File: src/verilog/pcs_rx_pkg.sv
`default_nettype none

package pcs_rx_pkg;

    ////////////////////////////////////////////////////////////////////////////
    // Lane geometry and 64b/66b codes
    ////////////////////////////////////////////////////////////////////////////

    localparam int LANES   = 4;
    localparam int BLOCK_W = 64;

    localparam logic [1:0] SYNC_DATA = 2'b01;
    localparam logic [1:0] SYNC_CTRL = 2'b10;

    // Control block type byte, payload bits [7:0]
    localparam logic [7:0] TYPE_START = 8'h78;
    localparam logic [7:0] TYPE_TERM  = 8'hFF;
    localparam logic [7:0] TYPE_IDLE  = 8'h1E;

    typedef enum logic [2:0] {
        BLK_DATA,
        BLK_START,
        BLK_TERM,
        BLK_IDLE,
        BLK_ERROR
    } block_kind_e;

    typedef enum logic {
        FRAME_IDLE,
        FRAME_IN_PKT
    } frame_state_e;

    ////////////////////////////////////////////////////////////////////////////
    // Bundles
    ////////////////////////////////////////////////////////////////////////////

    typedef struct packed {
        logic [1:0]         header;
        logic [BLOCK_W-1:0] payload;
    } lane_block_t;

    // Lane 0 sits in the low bits
    typedef struct packed {
        logic                          valid;
        lane_block_t [LANES-1:0]       lanes;
    } lane_group_t;

    typedef struct packed {
        block_kind_e        kind;
        logic [BLOCK_W-1:0] payload;
    } decoded_block_t;

    typedef struct packed {
        logic               data_ok;
        logic               start_ok;
        logic               term_ok;
        logic               err;
        logic [BLOCK_W-1:0] payload;
    } lane_tag_t;

    typedef struct packed {
        logic                       valid;
        logic                       sop;
        logic                       eop;
        logic                       err;
        logic [LANES-1:0]           lane_mask;
        logic [LANES*BLOCK_W-1:0]   data;
    } rx_word_t;

endpackage

`default_nettype wire

File: src/verilog/pcs_lane_decoder.sv
`timescale 1ns/1ps
`default_nettype none

module pcs_lane_decoder (
    input  pcs_rx_pkg::lane_block_t    lane_i,
    output pcs_rx_pkg::decoded_block_t block_o
);

    logic [1:0] sync_hdr;
    logic [7:0] block_type;
    pcs_rx_pkg::block_kind_e ctrl_kind;

    assign sync_hdr   = lane_i.header;
    assign block_type = lane_i.payload[7:0];

    ////////////////////////////////////////////////////////////////////////////
    // Control block type lookup
    ////////////////////////////////////////////////////////////////////////////

    always_comb begin
        case (block_type)
            pcs_rx_pkg::TYPE_START: begin
                ctrl_kind = pcs_rx_pkg::BLK_START;
            end
            pcs_rx_pkg::TYPE_TERM: begin
                ctrl_kind = pcs_rx_pkg::BLK_TERM;
            end
            pcs_rx_pkg::TYPE_IDLE: begin
                ctrl_kind = pcs_rx_pkg::BLK_IDLE;
            end
            default: begin
                // Unknown or unsupported control type
                ctrl_kind = pcs_rx_pkg::BLK_ERROR;
            end
        endcase
    end

    ////////////////////////////////////////////////////////////////////////////
    // Sync header check
    ////////////////////////////////////////////////////////////////////////////

    always_comb begin
        block_o.payload = lane_i.payload;
        case (sync_hdr)
            pcs_rx_pkg::SYNC_DATA: begin
                block_o.kind = pcs_rx_pkg::BLK_DATA;
            end
            pcs_rx_pkg::SYNC_CTRL: begin
                block_o.kind = ctrl_kind;
            end
            default: begin
                // 2'b00 and 2'b11 are never legal headers
                block_o.kind = pcs_rx_pkg::BLK_ERROR;
            end
        endcase
    end

endmodule

`default_nettype wire

File: src/verilog/lane_frame_tracker.sv
`timescale 1ns/1ps
`default_nettype none

module lane_frame_tracker (
    input  wire                                                clk_156,
    input  wire                                                async_reset_n,
    input  wire                                                group_valid_i,
    input  pcs_rx_pkg::decoded_block_t [pcs_rx_pkg::LANES-1:0] blocks_i,
    output pcs_rx_pkg::lane_tag_t      [pcs_rx_pkg::LANES-1:0] tags_o,
    output logic                                               tags_valid_o
);

    pcs_rx_pkg::frame_state_e frame_state_q;
    pcs_rx_pkg::frame_state_e frame_state_d;

    ////////////////////////////////////////////////////////////////////////////
    // Lane walk, lane 0 first
    ////////////////////////////////////////////////////////////////////////////

    // Each lane sees the state left behind by the lanes below it
    always_comb begin
        frame_state_d = frame_state_q;
        for (int i = 0; i < pcs_rx_pkg::LANES; i++) begin
            tags_o[i]         = '0;
            tags_o[i].payload = blocks_i[i].payload;
            case (blocks_i[i].kind)
                pcs_rx_pkg::BLK_DATA: begin
                    if (frame_state_d == pcs_rx_pkg::FRAME_IN_PKT) begin
                        tags_o[i].data_ok = 1'b1;
                    end else begin
                        tags_o[i].err = 1'b1;
                    end
                end
                pcs_rx_pkg::BLK_START: begin
                    if (frame_state_d == pcs_rx_pkg::FRAME_IDLE) begin
                        tags_o[i].start_ok = 1'b1;
                        frame_state_d      = pcs_rx_pkg::FRAME_IN_PKT;
                    end else begin
                        // Nested start aborts the open packet
                        tags_o[i].err = 1'b1;
                        frame_state_d = pcs_rx_pkg::FRAME_IDLE;
                    end
                end
                pcs_rx_pkg::BLK_TERM: begin
                    if (frame_state_d == pcs_rx_pkg::FRAME_IN_PKT) begin
                        tags_o[i].term_ok = 1'b1;
                        frame_state_d     = pcs_rx_pkg::FRAME_IDLE;
                    end else begin
                        tags_o[i].err = 1'b1;
                    end
                end
                pcs_rx_pkg::BLK_IDLE: begin
                    // Idle leaves the state alone
                end
                default: begin
                    tags_o[i].err = 1'b1;
                    frame_state_d = pcs_rx_pkg::FRAME_IDLE;
                end
            endcase
        end
    end

    assign tags_valid_o = group_valid_i;

    // State only moves on a valid beat
    always_ff @(posedge clk_156 or negedge async_reset_n) begin
        if (!async_reset_n) begin
            frame_state_q <= pcs_rx_pkg::FRAME_IDLE;
        end else if (group_valid_i) begin
            frame_state_q <= frame_state_d;
        end
    end

    for (genvar g = 0; g < pcs_rx_pkg::LANES; g++) begin : g_tag_chk
        a_start_term_excl: assert property (
            @(posedge clk_156) disable iff (!async_reset_n)
            tags_valid_o |-> !(tags_o[g].start_ok && tags_o[g].term_ok)
        );
    end

endmodule

`default_nettype wire

File: src/verilog/rx_word_assembler.sv
`timescale 1ns/1ps
`default_nettype none

module rx_word_assembler (
    input  wire                                           clk_156,
    input  wire                                           async_reset_n,
    input  pcs_rx_pkg::lane_tag_t [pcs_rx_pkg::LANES-1:0] tags_i,
    input  wire                                           tags_valid_i,
    output pcs_rx_pkg::rx_word_t                          rx_word_o
);

    pcs_rx_pkg::rx_word_t word_d;
    pcs_rx_pkg::rx_word_t word_q;

    ////////////////////////////////////////////////////////////////////////////
    // Flags, mask and zero-filled data
    ////////////////////////////////////////////////////////////////////////////

    always_comb begin
        word_d = '0;
        if (tags_valid_i) begin
            word_d.valid = 1'b1;
            for (int i = 0; i < pcs_rx_pkg::LANES; i++) begin
                word_d.sop          = word_d.sop | tags_i[i].start_ok;
                word_d.eop          = word_d.eop | tags_i[i].term_ok;
                word_d.err          = word_d.err | tags_i[i].err;
                word_d.lane_mask[i] = tags_i[i].data_ok;
                // Markers and idles leave their lane at zero
                if (tags_i[i].data_ok) begin
                    word_d.data[i*pcs_rx_pkg::BLOCK_W +: pcs_rx_pkg::BLOCK_W] =
                        tags_i[i].payload;
                end
            end
        end
    end

    // One word per valid beat, valid drops otherwise
    always_ff @(posedge clk_156 or negedge async_reset_n) begin
        if (!async_reset_n) begin
            word_q <= '0;
        end else begin
            word_q <= word_d;
        end
    end

    assign rx_word_o = word_q;

    a_flags_need_valid: assert property (
        @(posedge clk_156) disable iff (!async_reset_n)
        !rx_word_o.valid |-> !(rx_word_o.sop || rx_word_o.eop || rx_word_o.err)
    );

endmodule

`default_nettype wire

File: src/verilog/rx_block_stats.sv
`timescale 1ns/1ps
`default_nettype none

module rx_block_stats #(
    parameter int ERR_CNT_WIDTH = 8
) (
    input  wire                                           clk_156,
    input  wire                                           async_reset_n,
    input  pcs_rx_pkg::lane_tag_t [pcs_rx_pkg::LANES-1:0] tags_i,
    input  wire                                           tags_valid_i,
    input  wire                                           clear_errblk_i,
    output logic [ERR_CNT_WIDTH-1:0]                      err_blocks_o,
    output logic [15:0]                                   pkt_count_o
);

    localparam int CNT_W = $clog2(pcs_rx_pkg::LANES + 1);
    localparam logic [ERR_CNT_WIDTH-1:0] ERR_MAX = '1;

    logic [CNT_W-1:0]               err_lanes;
    logic [CNT_W-1:0]               term_lanes;
    logic [ERR_CNT_WIDTH+CNT_W-1:0] err_sum;
    logic [ERR_CNT_WIDTH-1:0]       err_cnt_q;
    logic [15:0]                    pkt_cnt_q;

    // Per-beat lane counts
    always_comb begin
        err_lanes  = '0;
        term_lanes = '0;
        for (int i = 0; i < pcs_rx_pkg::LANES; i++) begin
            err_lanes  = err_lanes + CNT_W'(tags_i[i].err);
            term_lanes = term_lanes + CNT_W'(tags_i[i].term_ok);
        end
    end

    assign err_sum = {{CNT_W{1'b0}}, err_cnt_q} + {{ERR_CNT_WIDTH{1'b0}}, err_lanes};

    always_ff @(posedge clk_156 or negedge async_reset_n) begin
        if (!async_reset_n) begin
            err_cnt_q <= '0;
            pkt_cnt_q <= '0;
        end else begin
            // Clear beats the same-cycle increment
            if (clear_errblk_i) begin
                err_cnt_q <= '0;
            end else if (tags_valid_i) begin
                if (err_sum > {{CNT_W{1'b0}}, ERR_MAX}) begin
                    err_cnt_q <= ERR_MAX;
                end else begin
                    err_cnt_q <= err_sum[ERR_CNT_WIDTH-1:0];
                end
            end
            if (tags_valid_i) begin
                pkt_cnt_q <= pkt_cnt_q + 16'(term_lanes);
            end
        end
    end

    assign err_blocks_o = err_cnt_q;
    assign pkt_count_o  = pkt_cnt_q;

    a_errblk_monotonic: assert property (
        @(posedge clk_156) disable iff (!async_reset_n)
        !clear_errblk_i |=> err_cnt_q >= $past(err_cnt_q)
    );

endmodule

`default_nettype wire

File: src/verilog/pcs_rx_top.sv
`timescale 1ns/1ps
`default_nettype none

module pcs_rx_top #(
    parameter int ERR_CNT_WIDTH = 8
) (
    input  wire                          clk_156,
    input  wire                          async_reset_n,
    input  pcs_rx_pkg::lane_group_t      lane_group_i,
    input  wire                          clear_errblk_i,
    output pcs_rx_pkg::rx_word_t         rx_word_o,
    output logic [ERR_CNT_WIDTH-1:0]     err_blocks_o,
    output logic [15:0]                  pkt_count_o
);

    pcs_rx_pkg::decoded_block_t [pcs_rx_pkg::LANES-1:0] blocks;
    pcs_rx_pkg::lane_tag_t      [pcs_rx_pkg::LANES-1:0] tags;
    logic                                               tags_valid;

    ////////////////////////////////////////////////////////////////////////////
    // Per-lane 64b/66b block decode
    ////////////////////////////////////////////////////////////////////////////

    for (genvar g = 0; g < pcs_rx_pkg::LANES; g++) begin : g_lane
        pcs_lane_decoder i_pcs_lane_decoder (
            .lane_i  (lane_group_i.lanes[g]),
            .block_o (blocks[g])
        );
    end

    ////////////////////////////////////////////////////////////////////////////
    // Cross-lane framing, word build and counters
    ////////////////////////////////////////////////////////////////////////////

    lane_frame_tracker i_lane_frame_tracker (
        .clk_156       (clk_156),
        .async_reset_n (async_reset_n),
        .group_valid_i (lane_group_i.valid),
        .blocks_i      (blocks),
        .tags_o        (tags),
        .tags_valid_o  (tags_valid)
    );

    rx_word_assembler i_rx_word_assembler (
        .clk_156       (clk_156),
        .async_reset_n (async_reset_n),
        .tags_i        (tags),
        .tags_valid_i  (tags_valid),
        .rx_word_o     (rx_word_o)
    );

    rx_block_stats #(
        .ERR_CNT_WIDTH (ERR_CNT_WIDTH)
    ) i_rx_block_stats (
        .clk_156        (clk_156),
        .async_reset_n  (async_reset_n),
        .tags_i         (tags),
        .tags_valid_i   (tags_valid),
        .clear_errblk_i (clear_errblk_i),
        .err_blocks_o   (err_blocks_o),
        .pkt_count_o    (pkt_count_o)
    );

endmodule

`default_nettype wire

File: config.mk
export PLATFORM = sky130hd
export DESIGN_NAME = pcs_rx_top
export DESIGN_NICKNAME = d
export VERILOG_FILES = /design/src/verilog/pcs_rx_pkg.sv /design/src/verilog/pcs_lane_decoder.sv /design/src/verilog/lane_frame_tracker.sv /design/src/verilog/rx_word_assembler.sv /design/src/verilog/rx_block_stats.sv /design/src/verilog/pcs_rx_top.sv
export SDC_FILE = /design/constraint.sdc
export NUM_CORES = 1
export LEC_CHECK = 0
export ABC_AREA = 1
export BUFFER_PORTS_ARGS = -buffer_cell sky130_fd_sc_hd__buf_2
export CORE_AREA = 2 2 214 216
export DETAILED_ROUTE_END_ITERATION = 16
export DIE_AREA = 0 0 216 218
export PLACE_DENSITY = 0.59
export SYNTH_ARGS = -nofsm -noshare
export SYNTH_HDL_FRONTEND = slang
export SYNTH_SLANG_ARGS = --single-unit
File: constraint.sdc
create_clock -name clk_156 -period 3.6 [get_ports clk_156]
set_input_delay 0.54 -clock clk_156 [delete_from_list [all_inputs] [get_ports clk_156]]
set_output_delay 0.54 -clock clk_156 [all_outputs]
set_load 0.03 [all_outputs]
---- After elaboration in Yosys (flattened, before gate mapping) ----
Cells that the tools add are included.
word-level totals
  flip-flop bits (word level) ............. 289
  logic and storage cells ................. 116
operators by class
  add/sub/neg operators ................... 8
  $lt $le $gt $ge ......................... 1
  eq/ne operators ......................... 32
  muxes and demuxes ....................... 44
  bitwise gates (word level) .............. 9
  reductions and logical operators ........ 13
operator list
  kind                                                  number
  2-to-1 mux 264 bit                                    1
  2-to-1 mux 64 bit                                     4
  one-hot mux 3 bit (3 select lines)                    4
  equality test 8 x 5 -> 1 bit (second input constant)  4
  equality test 8 x 7 -> 1 bit (second input constant)  4
  equality test 8 bit (second input constant)           4
  equality test 3 x 2 -> 1 bit (second input constant)  8
  2-to-1 mux 8 bit                                      3
  one-hot mux 3 bit (2 select lines)                    4
  2-to-1 mux 1 bit                                      20
  adder 16 x 3 -> 16 bit                                1
  OR reduction 2 bit                                    8
  adder 3 x 1 -> 3 bit                                  4
  equality test 3 x 1 -> 1 bit (second input constant)  4
  zero test 3 bit                                       4
  one-hot mux 1 bit (3 select lines)                    4
  > comparator 11 x 8 -> 1 bit (second input constant)  1
  adder 8 x 3 -> 9 bit                                  1
  OR 1 bit                                              9
  equality test 2 x 1 -> 1 bit (second input constant)  4
  equality test 2 bit (second input constant)           4
  one-hot mux 1 bit (2 select lines)                    4
  adder 1 x 1 -> 2 bit                                  2
  nonzero test 2 bit                                    1

---- Longest topological paths before layout ----
Gate-level depths: netlist (run 1).
  depth in word-level cells ............... 18
  gate-level depth with buffers ........... 29
  mapped depth without buffers ............ 29

---- Modules after synthesis ----
From an unflattened synthesis (run 1), not the netlist that was laid out.
second synthesis, totals
  cells, all modules ...................... 1756
  area total of the unflattened synthesis .. 15383.5 µm²
by module, submodules not included
  module              instances  cells each  area each (µm²)  seq. area each (µm²)
  rx_word_assembler   1          822         8869.8           6606.3
  pcs_lane_decoder    4          101         656.9            0.0
  lane_frame_tracker  1          330         2299.7           25.0
  rx_block_stats      1          200         1586.5           600.6

---- Least setup slack after synthesis (run 1) ----
OpenSTA, ideal clock, no wires.
  path type ............................... input to register
  start point ............................. input port lane_group_i[64] (netlist bit)
  end point ............................... register i_rx_block_stats.err_cnt_q[2] (netlist: i_rx_block_stats.err_blocks_o[2])
  arrival ................................. 4.075 ns
  data required time ...................... 3.517 ns
  setup slack ............................. -0.557 ns
  stages on the path ...................... 24
  path buffers ............................ 0
  path through ............................ inv_1 -> ha_1 -> nor2_1 -> nand3_1 -> nand2_1 -> nand2_2 -> nand2_4 -> a21oi_1 -> a211oi_1 -> ha_1 -> inv_1 -> fa_1 -> inv_1 -> ha_1 -> inv_1 -> fa_1 -> or2_2 -> a21oi_1 -> nand2_1 -> nor3_1 -> inv_1 -> nor2_1 -> a21oi_1 -> o21ai_0
on the way
  cells in the longest elaborated chain, start to end .. 17
RTL lines
  what                                                                        RTL line                RTL
  start, declared                                                             pcs_rx_top.sv:9         input pcs_rx_pkg::lane_group_t lane_group_i,
  equality test 2 bit / equality test 2 x 1 -> 1 bit (equally long branches)  pcs_lane_decoder.sv:44  case (sync_hdr)
  one-hot mux 3 bit (2 select lines) (*)                                      pcs_lane_decoder.sv:44
  branches (longest 9 deep; another with adder 3 x 1 -> 3 bit)                n/a
  adder 3 x 1 -> 3 bit (*)                                                    rx_block_stats.sv:30    err_lanes = err_lanes + CNT_W'(tags_i[i].err);
  adder 8 x 3 -> 9 bit (*)                                                    rx_block_stats.sv:35    assign err_sum = {{CNT_W{1'b0}}, err_cnt_q} + {{ERR_CNT_WIDTH{1'b0}}, err_lanes};
  > comparator 11 x 8 -> 1 bit                                                rx_block_stats.sv:46    if (err_sum > {{CNT_W{1'b0}}, ERR_MAX}) begin
  2-to-1 mux 8 bit (*)                                                        rx_block_stats.sv:46
  2-to-1 mux 8 bit (*)                                                        rx_block_stats.sv:45    end else if (tags_valid_i) begin
  2-to-1 mux 8 bit (*)                                                        rx_block_stats.sv:43    if (clear_errblk_i) begin
  end signal, assigned                                                        rx_block_stats.sv:49    err_cnt_q <= err_sum[ERR_CNT_WIDTH-1:0];
  end, declared                                                               rx_block_stats.sv:22    logic [ERR_CNT_WIDTH-1:0] err_cnt_q;
Mark *: on every way between the ends. The select of a mux whose other input is x is not followed.
A chain may end at the register's enable or synchronous reset.

---- Final worst setup path (run 1) ----
  start point ............................. input port lane_group_i[1] (netlist bit)
  end point ............................... register i_rx_block_stats.err_cnt_q[1] (netlist: i_rx_block_stats.err_blocks_o[1])
on the way
  cells in the longest elaborated chain, start to end .. 18
RTL lines
  what                                                          RTL line                RTL
  equality test 8 x 5 -> 1 bit (tied with other cells)          pcs_lane_decoder.sv:21  case (block_type)
  one-hot mux 3 bit (3 select lines) (*)                        pcs_lane_decoder.sv:21
  one-hot mux 3 bit (2 select lines) (*)                        pcs_lane_decoder.sv:44
  branches (longest 9 deep; another with adder 3 x 1 -> 3 bit)  n/a
  adder 3 x 1 -> 3 bit (*)                                      rx_block_stats.sv:30
  adder 8 x 3 -> 9 bit (*)                                      rx_block_stats.sv:35
  > comparator 11 x 8 -> 1 bit                                  rx_block_stats.sv:46
  2-to-1 mux 8 bit (*)                                          rx_block_stats.sv:46
  2-to-1 mux 8 bit (*)                                          rx_block_stats.sv:45
  2-to-1 mux 8 bit (*)                                          rx_block_stats.sv:43
Marked as above.

==> flow_metrics.tcl, run 1 <==
set metrics [dict create \
    grt_start_max_net_pins 96 \
    vdd_drop_max_mv 0.304 \
    ios 556 \
    final_cell_mix "buf_2 (543), inv_1 (289), dfrtp_1 (288)" \
    fmax_mhz 273 \
    clock_path_buffers 3 \
    setup_slack_ps -57.7 \
    layout-drive-gt1-share_pct 52.3 \
    gp_congestion 0.888 \
    core_mm2 0.0449 \
    reg2reg_from "i_lane_frame_tracker.frame_state_q" \
    crit_type "in2reg" \
    multiInputGateArea_mm2 0.00364 \
    final_common_cell "buf_2" \
    hold_viol_final 0 \
    place_hpwl_um 27700 \
    postRouteAntennaNets 0 \
    die-area_mm2 0.0471 \
    grt.overflow.total 0 \
    slew_violations 0 \
    dpl_cell_area_mm2 0.0160 \
    maxCapViolations 0 \
    synth-edff-count 0 \
    antenna_found_initial 6 \
    ys_types 35 \
    cts_hold_buffers 0 \
    final_nets 2129 \
    fp.dieW_um 216 \
    wl_um 36800 \
    critPathMaxFanout 6 \
    required_ps 4030 \
    drcViolationCount 0 \
    ys.flop_type "dfrtp_1" \
    synthCells 1141 \
    finalSetupViolCount 5 \
    place_ws_ps -845 \
    track_usage_pct 15.0 \
    fin_crit_sh_pct 102 \
    reg2regPathDepth 20 \
    endpoint_kind "flop" \
    wl_per_cell_um 14.9 \
    final_cell_area_mm2 0.0180 \
    portBuffers 555 \
    cts.clk_slew.worst_paths_ps 60 \
    synth-seq-cells 289 \
    cts_root_buffer "clkbuf_16" \
    drt_iter0_markers 382 \
    grt_pass1_wl_um 54500 \
    skew_ps 8.30 \
    regArea_mm2 0.00723 \
    worstSkewPairLatency_ps 520 \
    synth.largest_area_cell "dfrtp_1" \
    synth_fp_nets 1433 \
    reg2reg_slack_ps 10 \
    grt_pass1_vias 9818 \
    detailroute.via_count 9628 \
    syn_area_per_cell_um2 10.4 \
    row_count 78 \
    vias_per_cell 3.91 \
    hold_class "in2async" \
    start_kind "input pin" \
    async_flop_share_pct 100 \
    power.density_mw_per_mm2 423 \
    grt_setup_unrepaired "true" \
    h-tree-depth 2 \
    status "finished with violations" \
    fp.dieH_um 218 \
    synth_seq_area_share_pct 61.0 \
    synth_top_area_share_pct 61.0 \
    first_pass_iters 5 \
    power.leakage_nw 10.9 \
    clock_sinks 289 \
    nFillCells 4472 \
    cts_tree "done" \
    violations "setup timing" \
    cts_buffers 34 \
    r2r_end "i_rx_block_stats.err_blocks_o[1]" \
    syn_to_final_growth_pct 52.0 \
    relSlewSlack_pct 46.1 \
    period_needed_ps 3660 \
    yosys_warnings 0 \
    worst_slew_pin_slew_ps 807 \
    crit_arrival_ps 4090 \
    initial_core_util_pct 26.4 \
    ys_top_cells_by_area "dfrtp_1 (61%), inv_1 (9.7%), nor2_4 (9.3%)" \
    netlist_area_mm2 0.0119 \
]
==> report_power, final <==
| group | internal, mW | total (mW) | switching [mW] |
|---|---|---|---|
| Combinational | 0.282 | 0.675 | 0.393 |
| Sequential | 3.27 | 3.29 | 0.0143 |
| Clock | 2.29 | 3.66 | 1.38 |
==> critical path, cell delays in order <==
cell      delay, ps
buf_6            80
buf_6           100
nand2_4          50
nor2_4          100
nand2_4          90
nand2_4          90
nand2_4          70
nor2_4          110
inv_1            60
a21oi_2         150
a211oi_2         50
nand2_1          90
inv_1            50
ha_1            280
inv_2            40
fa_1            460
inv_1            80
ha_2            180
inv_2            40
fa_2            330
or2_4           240
a21oi_2         130
nand2_1          80
nor3_2          130
inv_2            80
nor2_4          190
nor2_1           60
o22ai_1         130
==> cells by family after synthesis <==
logic type,synth area share (%)
simple gates,21.0
buf+inv,12.3
flops,61.0
compound gates,1.86
fa+ha+maj,2.78
xor+xnor,1.03
==> final cells by class <==
| cell class | instances | share of cell area, % |
|---|---|---|
| inverter | 317 | 6.81 |
| timing repair buffer | 689 | 21.9 |
| multi-input combinational | 506 | 20.2 |
| sequential | 289 | 40.1 |
| tap | 600 | 4.16 |
| antenna | 5 | 0.0694 |
| clock buffer | 46 | 5.71 |
| clock inverter | 13 | 0.972 |
==> state kept, by name, summed over array words and instances, names as in the netlist <==
| name | count |
|---|---|
| i_rx_word_assembler.rx_word_o | 264 |
| i_rx_block_stats.pkt_count_o | 16 |
| i_rx_block_stats.err_blocks_o | 8 |
| i_lane_frame_tracker.frame_state_q | 1 |
==> cell usage after synthesis (11+ instances only) <==
| master | count |
|---|---|
| ha_1 | 20 |
| nor2_4 | 98 |
| o21ai_0 | 11 |
| dfrtp_1 | 289 |
| nand3_1 | 20 |
| inv_1 | 306 |
| nor2_1 | 197 |
| a21oi_1 | 15 |
| nand2_1 | 79 |
| nand4_1 | 11 |
==> metal layers <==
metal,GRT usage [%],part of all wire [%],up-vias
met1,17.7,39,4598
met5,0,0.019,-
met3,3.71,6.4,70
met2,25.9,51,319
met4,6.67,3.5,2
li1,-,-,4639
==> repair_timing <==
action	4_1_cts	5_1_grt
setup buffers	42	6
setup endpoints to repair	12	15
resized for setup	64	61
pin swaps	44	15
==> per-stage QoR <==
step | setup TNS (ps) | util, % | power (mW) | cells | hold slack [ps]
after detailed placement | -11800 | 35.7 | 3.96 | 2355 | 486
after global routing | -2220 | 40.2 | 7.96 | 2465 | 31.4
final | -170 | 40.2 | 7.63 | 2465 | 10.4
after global placement | -10750 | 35.7 | 3.95 | 2355 | 470
after CTS | -51.9 | 39.6 | 7.74 | 2456 | 11.0
after floorplan | -2020 | - | 3.60 | 1141 | 244
==> worst max path at each step <==
stage,from,to,cells past startpoint
floorplan,lane_group_i[6],i_rx_block_stats.err_blocks_o[5],27
global placement,lane_group_i[0],i_rx_block_stats.err_blocks_o[5],27
detailed placement,lane_group_i[67],i_rx_block_stats.err_blocks_o[1],30
CTS,lane_group_i[2],i_rx_block_stats.err_blocks_o[1],27
global route,lane_group_i[1],i_rx_block_stats.err_blocks_o[2],28
finish,lane_group_i[1],i_rx_block_stats.err_blocks_o[1],28
(Power assumes the default switching activity.)
==> run 2, diff against run 1 <==
==> constraint.sdc (replaced) <==
create_clock -name clk_156 -period 3.6 [get_ports clk_156]
set_input_delay 0.54 -clock clk_156 [delete_from_list [all_inputs] [get_ports clk_156]]
set_output_delay 0.54 -clock clk_156 [all_outputs]
set_load 0.01 [all_outputs]
==> run 2 against run 1 <==
Compared with the run above:
- the flow still finishes with violations (setup timing)
- via count rose by 0.70%
- cell area rose by 1.3%
- maximum frequency decreased by 2.4%
- register-to-register slack got worse by 70 ps
- first-iteration DRC count grew 26%
- sequential power hardly changed
- flip-flop and latch count unchanged
- global-route usage grew 0.38 points
- setup slack got worse by 89 ps
- largest power group unchanged
==> flow_metrics.tcl, run 2 (synthesis gave the netlist of run 1 again) <==
set metrics [dict create \
    postRouteAntennaNets 0 \
    skew_ps 13.4 \
    violations "setup timing" \
    grt_start_max_net_pins 104 \
    fp.dieW_um 216 \
    layout-drive-gt1-share_pct 52.3 \
    vias_per_cell 3.90 \
    final_nets 2147 \
    reg2regPathDepth 20 \
    final_common_cell "buf_2" \
    initial_core_util_pct 26.4 \
    drt_iter0_markers 483 \
    cts_hold_buffers 0 \
    maxCapViolations 0 \
    crit_arrival_ps 4190 \
    final_cell_area_mm2 0.0183 \
    met3_usage_pct 3.29 \
    detailroute.via_count 9695 \
    largest_reg_flops 264 \
    critPathMaxFanout 6 \
    worst_slew_pin_slew_ps 1130 \
    crit_start "lane_group_i[2]" \
    fp.dieH_um 218 \
    busiest_layer "met2" \
    met1_usage_pct 18.2 \
    finalSetupViolCount 8 \
    clock_sinks 289 \
    relSlewSlack_pct 24.4 \
    regArea_mm2 0.00723 \
    grt.overflow.total 0 \
    final_cell_mix "buf_2 (540), inv_1 (289), dfrtp_1 (288)" \
    row_count 78 \
    r2r_end "i_rx_block_stats.err_blocks_o[1]" \
    period_needed_ps 3750 \
    post-route-util_pct 40.7 \
    power.leakage_nw 11.0 \
    grt_setup_unrepaired "true" \
    cp-endpoint "i_rx_block_stats.err_blocks_o[1]" \
    endpoint_kind "flop" \
    wl_per_cell_um 14.9 \
    cts_root_buffer "clkbuf_16" \
    drcViolationCount 0 \
    worstSkewPairLatency_ps 520 \
    hold_viol_final 0 \
    syn_to_final_growth_pct 53.9 \
    place_hpwl_um 27600 \
    track_usage_pct 15.4 \
    die-area_mm2 0.0471 \
    power_mw 7.70 \
    met2_usage_pct 27.3 \
    multiInputGateArea_mm2 0.00369 \
    cts.clk_slew.worst_paths_ps 60 \
    power.density_mw_per_mm2 422 \
    grt_pass1_vias 10300 \
    crit_type "in2reg" \
    first_pass_iters 4 \
    h-tree-depth 2 \
    cts_tree "done" \
    core_mm2 0.0449 \
    gp_congestion 0.855 \
    vdd_drop_max_mv 0.261 \
    antenna_found_initial 7 \
    reg2reg_from "i_lane_frame_tracker.frame_state_q" \
    clock_path_buffers 3 \
    dpl_cell_area_mm2 0.0160 \
    whs_ps 78.8 \
    required_ps 4040 \
    fmax_mhz 267 \
    grt_pass1_wl_um 56500 \
    reg2reg_slack_ps -60 \
    fin_crit_sh_pct 104 \
    start_kind "input pin" \
    ios 556 \
    portBuffers 555 \
    wl_um 37100 \
    setup_slack_ps -147 \
    hold_class "in2async" \
    nFillCells 4461 \
    status "finished with violations" \
    cts_buffers 35 \
    slew_violations 0 \
]
==> run 2: changes by cell type in the layout (fill, tap and decap cells not counted), moves of 4 or more <==
cell,previous run,this run
inv_4,2,6
buf_4,126,144
nor2_2,13,5
clkinvlp_4,4,0
clkbuf_8,7,2
clkinv_2,5,9
buf_8,1,5
nor2_4,107,113
==> run 2: per-stage QoR <==
step	setup TNS, ps	worst slack, ps	std cells
global placement	-10140	-726	2350
finish	-913	-147	2485
detailed placement	-11090	-813	2350
CTS	-14.9	-14.1	2477
floorplan	-1940	-260	1141
global route	-2690	-331	2485
==> run 2: area by class of cell <==
class	count	area share, %
timing repair buffer	706	22.5
sequential	289	39.6
clock buffer	42	5.17
tap	600	4.11
antenna	6	0.0822
multi-input combinational	506	20.2
clock inverter	19	1.58
inverter	317	6.75
==> run 2: worst min-delay path by stage <==
stage / end / slack (ps) / startpoint
floorplan: i_lane_frame_tracker.frame_state_q / 240 / async_reset_n
global placement: i_rx_block_stats.pkt_count_o[15] / 470 / i_rx_block_stats.pkt_count_o[15]
detailed placement: i_rx_block_stats.pkt_count_o[15] / 460 / i_rx_block_stats.pkt_count_o[15]
CTS: i_rx_word_assembler.rx_word_o[211] / 110 / async_reset_n
global route: i_rx_word_assembler.rx_word_o[208] / 130 / async_reset_n
finish: i_rx_word_assembler.rx_word_o[208] / 80 / async_reset_n
==> run 2: worst max-delay path, stage by stage <==
cell      delay [ps]
buf_8            110
inv_4             50
nand2_4           50
nor2_4           150
nand2_4           90
nand2_4           90
nand3_2           80
nand2_2           80
nand2_4           60
nand2_4          110
buf_6            110
a211oi_4          60
ha_1             300
inv_2             40
fa_1             480
inv_1             80
ha_2             180
inv_2             40
fa_2             350
or2_4            250
a21oi_4          160
nand2_2           70
nor3_2           200
inv_2             80
nor2_4           180
nor2_1            70
o22ai_1          120
==> run 2: repair_timing <==
| item | CTS | global route |
|---|---|---|
| endpoints found under the setup margin | 11 | 18 |
| cloned | 0 | 0 |
| pin swaps | 46 | 49 |
| resized for setup | 78 | 58 |
| buffers inserted | 66 | 6 |
==> run 2: per-layer routing <==
metal  part of all wire [%]  wire (µm)  vias to the layer above
met5                  0.038         14                        -
met2                     52      19400                      290
li1                       -          -                     4674
met4                    2.8       1040                        2
met1                     40      14700                     4666
met3                    5.1       1890                       63
==> run 2: power by group <==
part	switching, mW	leakage, nW	internal (mW)
Clock	1.37	0.613	2.38
Combinational	0.365	6.41	0.300
Sequential	0.0144	4.01	3.27
==> run 3, diff against run 2 <==
Settings changed: SETUP_SLACK_MARGIN from default to 0.1.
==> run 3 against run 2 <==
Compared with the run above:
- the run still ends with setup timing left
- sequential share of layout area up 0.50 points
- maximum frequency grew 0.50%
- core utilization decreased by 0.52 points
- critical path depth up 2
- wire length grew 2.5%
- largest power group unchanged
- clock-buffer cell count grew 1
- clock skew shrank 3.2 ps
- setup slack gained 19 ps
- cell count decreased by 1.0%
- first-iteration DRC count shrank 0.21%
- die area did not move
==> flow_metrics.tcl, run 3 (synthesis gave the netlist of run 1 again) <==
set metrics [dict create \
    power.density_mw_per_mm2 412 \
    violations "setup timing" \
    cts_buffers 34 \
    h-tree-depth 2 \
    track_usage_pct 15.5 \
    grt.overflow.total 0 \
    initial_core_util_pct 26.4 \
    wl_um 38100 \
    grt_setup_unrepaired "true" \
    ios 556 \
    hold_class "in2async" \
    path_delay_family "simple AND/OR/NAND/NOR gates" \
    dpl_cell_area_mm2 0.0160 \
    fp.dieW_um 216 \
    vdd_drop_max_mv 0.268 \
    core_mm2 0.0449 \
    hold_viol_final 0 \
    final_cell_mix "buf_2 (542), dfrtp_1 (289), inv_1 (286)" \
    cp_slowest_cell "fa_1" \
    grt_pass1_wl_um 55800 \
    relSlewSlack_pct 49.9 \
    drt_iter0_markers 482 \
    met3_usage_pct 3.51 \
    setup_slack_ps -128 \
    place_hpwl_um 28900 \
    post-route-util_pct 40.1 \
    reg2reg_from "i_lane_frame_tracker.frame_state_q" \
    final_nets 2127 \
    first_pass_iters 4 \
    slowest_delay_ps 460 \
    crit_type "in2reg" \
    worst_slew_pin_slew_ps 750 \
    critPathMaxFanout 6 \
    path_common_cell "nand2_4" \
    drcViolationCount 0 \
    postRouteAntennaNets 0 \
    period_needed_ps 3730 \
    final_common_cell "buf_2" \
    power.leakage_nw 10.8 \
    status "finished with violations" \
    multiInputGateArea_mm2 0.00372 \
    maxCapViolations 0 \
    syn_to_final_growth_pct 52.0 \
    placedCellCount 2353 \
    fp.dieH_um 218 \
    clock_sinks 289 \
    layout.cells.non_filler 2459 \
    regArea_mm2 0.00723 \
    final_cell_area_mm2 0.0180 \
    fin_crit_sh_pct 104 \
    portBuffers 555 \
    antenna_found_initial 5 \
    vias_per_cell 3.90 \
    met2_usage_pct 27.0 \
    slew_violations 0 \
    grt_pass1_vias 9762 \
    wl_per_cell_um 15.5 \
    start_kind "input pin" \
    cts_hold_buffers 0 \
    cp_num_buf_inv 7 \
    cts.clk_slew.worst_paths_ps 60 \
    skew_ps 10.2 \
    required_ps 4030 \
    whs_ps 28.4 \
    layout-drive-gt1-share_pct 52.2 \
    cts_root_buffer "clkbuf_16" \
    finalSetupViolCount 8 \
    fmax_mhz 268 \
    cts_tree "done" \
    largest_reg_flops 264 \
    worstSkewPairLatency_ps 520 \
    die-area_mm2 0.0471 \
    row_count 78 \
    clock_path_buffers 3 \
    detailroute.via_count 9586 \
    met1_usage_pct 19.0 \
    crit_arrival_ps 4160 \
    endpoint_kind "flop" \
    crit_start "lane_group_i[7]" \
    gp_congestion 0.917 \
    place_ws_ps -828 \
    grt_start_max_net_pins 84 \
    busiest_layer "met2" \
    nFillCells 4460 \
]
-- run 3: changes by cell type in the layout (fill, tap and decap cells not counted), moves of 4 or more --
cell      delta
buf_4       -24
buf_6        +6
inv_2        +5
clkinv_2     -4
nand2_1      +4
nand2_4      -4
nor2_2       +4
-- run 3: cell type report --
type                    count  area share [%]
diodes                      4          0.0555
clock buffers              43            5.25
clock inverters            13           0.986
inverters                 317            6.81
multi-input cells         506            20.6
flip-flops and latches    289            40.1
well taps                 600            4.17
repair buffers            687            22.0
-- run 3: path summary, 6_finish.rpt --
path	slack (ps)	cells past startpoint	end
worst max-delay path	-130	29	i_rx_block_stats.err_blocks_o[3]
worst min-delay path	30	1	i_rx_word_assembler.rx_word_o[121]
worst max register to register	-50	20	i_rx_block_stats.err_blocks_o[3]
worst min register to register	470	1	i_rx_block_stats.pkt_count_o[15]
max in group asynchronous	2670	2	i_rx_word_assembler.rx_word_o[61]
min in group clk_156	220	3	i_rx_word_assembler.rx_word_o[254]
-- run 3: stage by stage --
stage / setup TNS (ps) / power (mW)
6_report: -830 / 7.43
5_1_grt: -3060 / 7.74
4_1_cts: -513 / 7.52
3_5_place_dp: -11710 / 3.93
3_3_place_gp: -10600 / 3.92
2_1_floorplan: -1940 / 3.57
-- run 3: metal layers --
layer / wire (µm) / part of all wire [%] / vias to the layer above
met4: 926 / 2.4 / 0
met2: 19700 / 52 / 308
met1: 15200 / 40 / 4591
met5: 0 / 0 / -
li1: - / - / 4631
met3: 2220 / 5.8 / 56
-- run 3: worst reg2reg max path, delay by kind of cell, from the launching register on --
kind / cells / cell delay (ps)
compound gates: 4 / 600
fa+ha+maj: 4 / 1200
buf+inv: 6 / 520
flops: 1 / 410
simple gates: 6 / 840
-- run 3: power breakdown --
| part | switching [mW] | internal (mW) |
|---|---|---|
| Combinational | 0.360 | 0.285 |
| Sequential | 0.0148 | 3.27 |
| Clock | 1.35 | 2.14 |
| Total | 1.73 | 5.70 |
-- run 3: timing repair --
action | 4_1_cts | 5_1_grt
setup endpoints to repair | 14 | 17
gates cloned | 0 | 0
setup buffers | 43 | 7
pin swaps | 50 | 49
resized for setup | 71 | 65
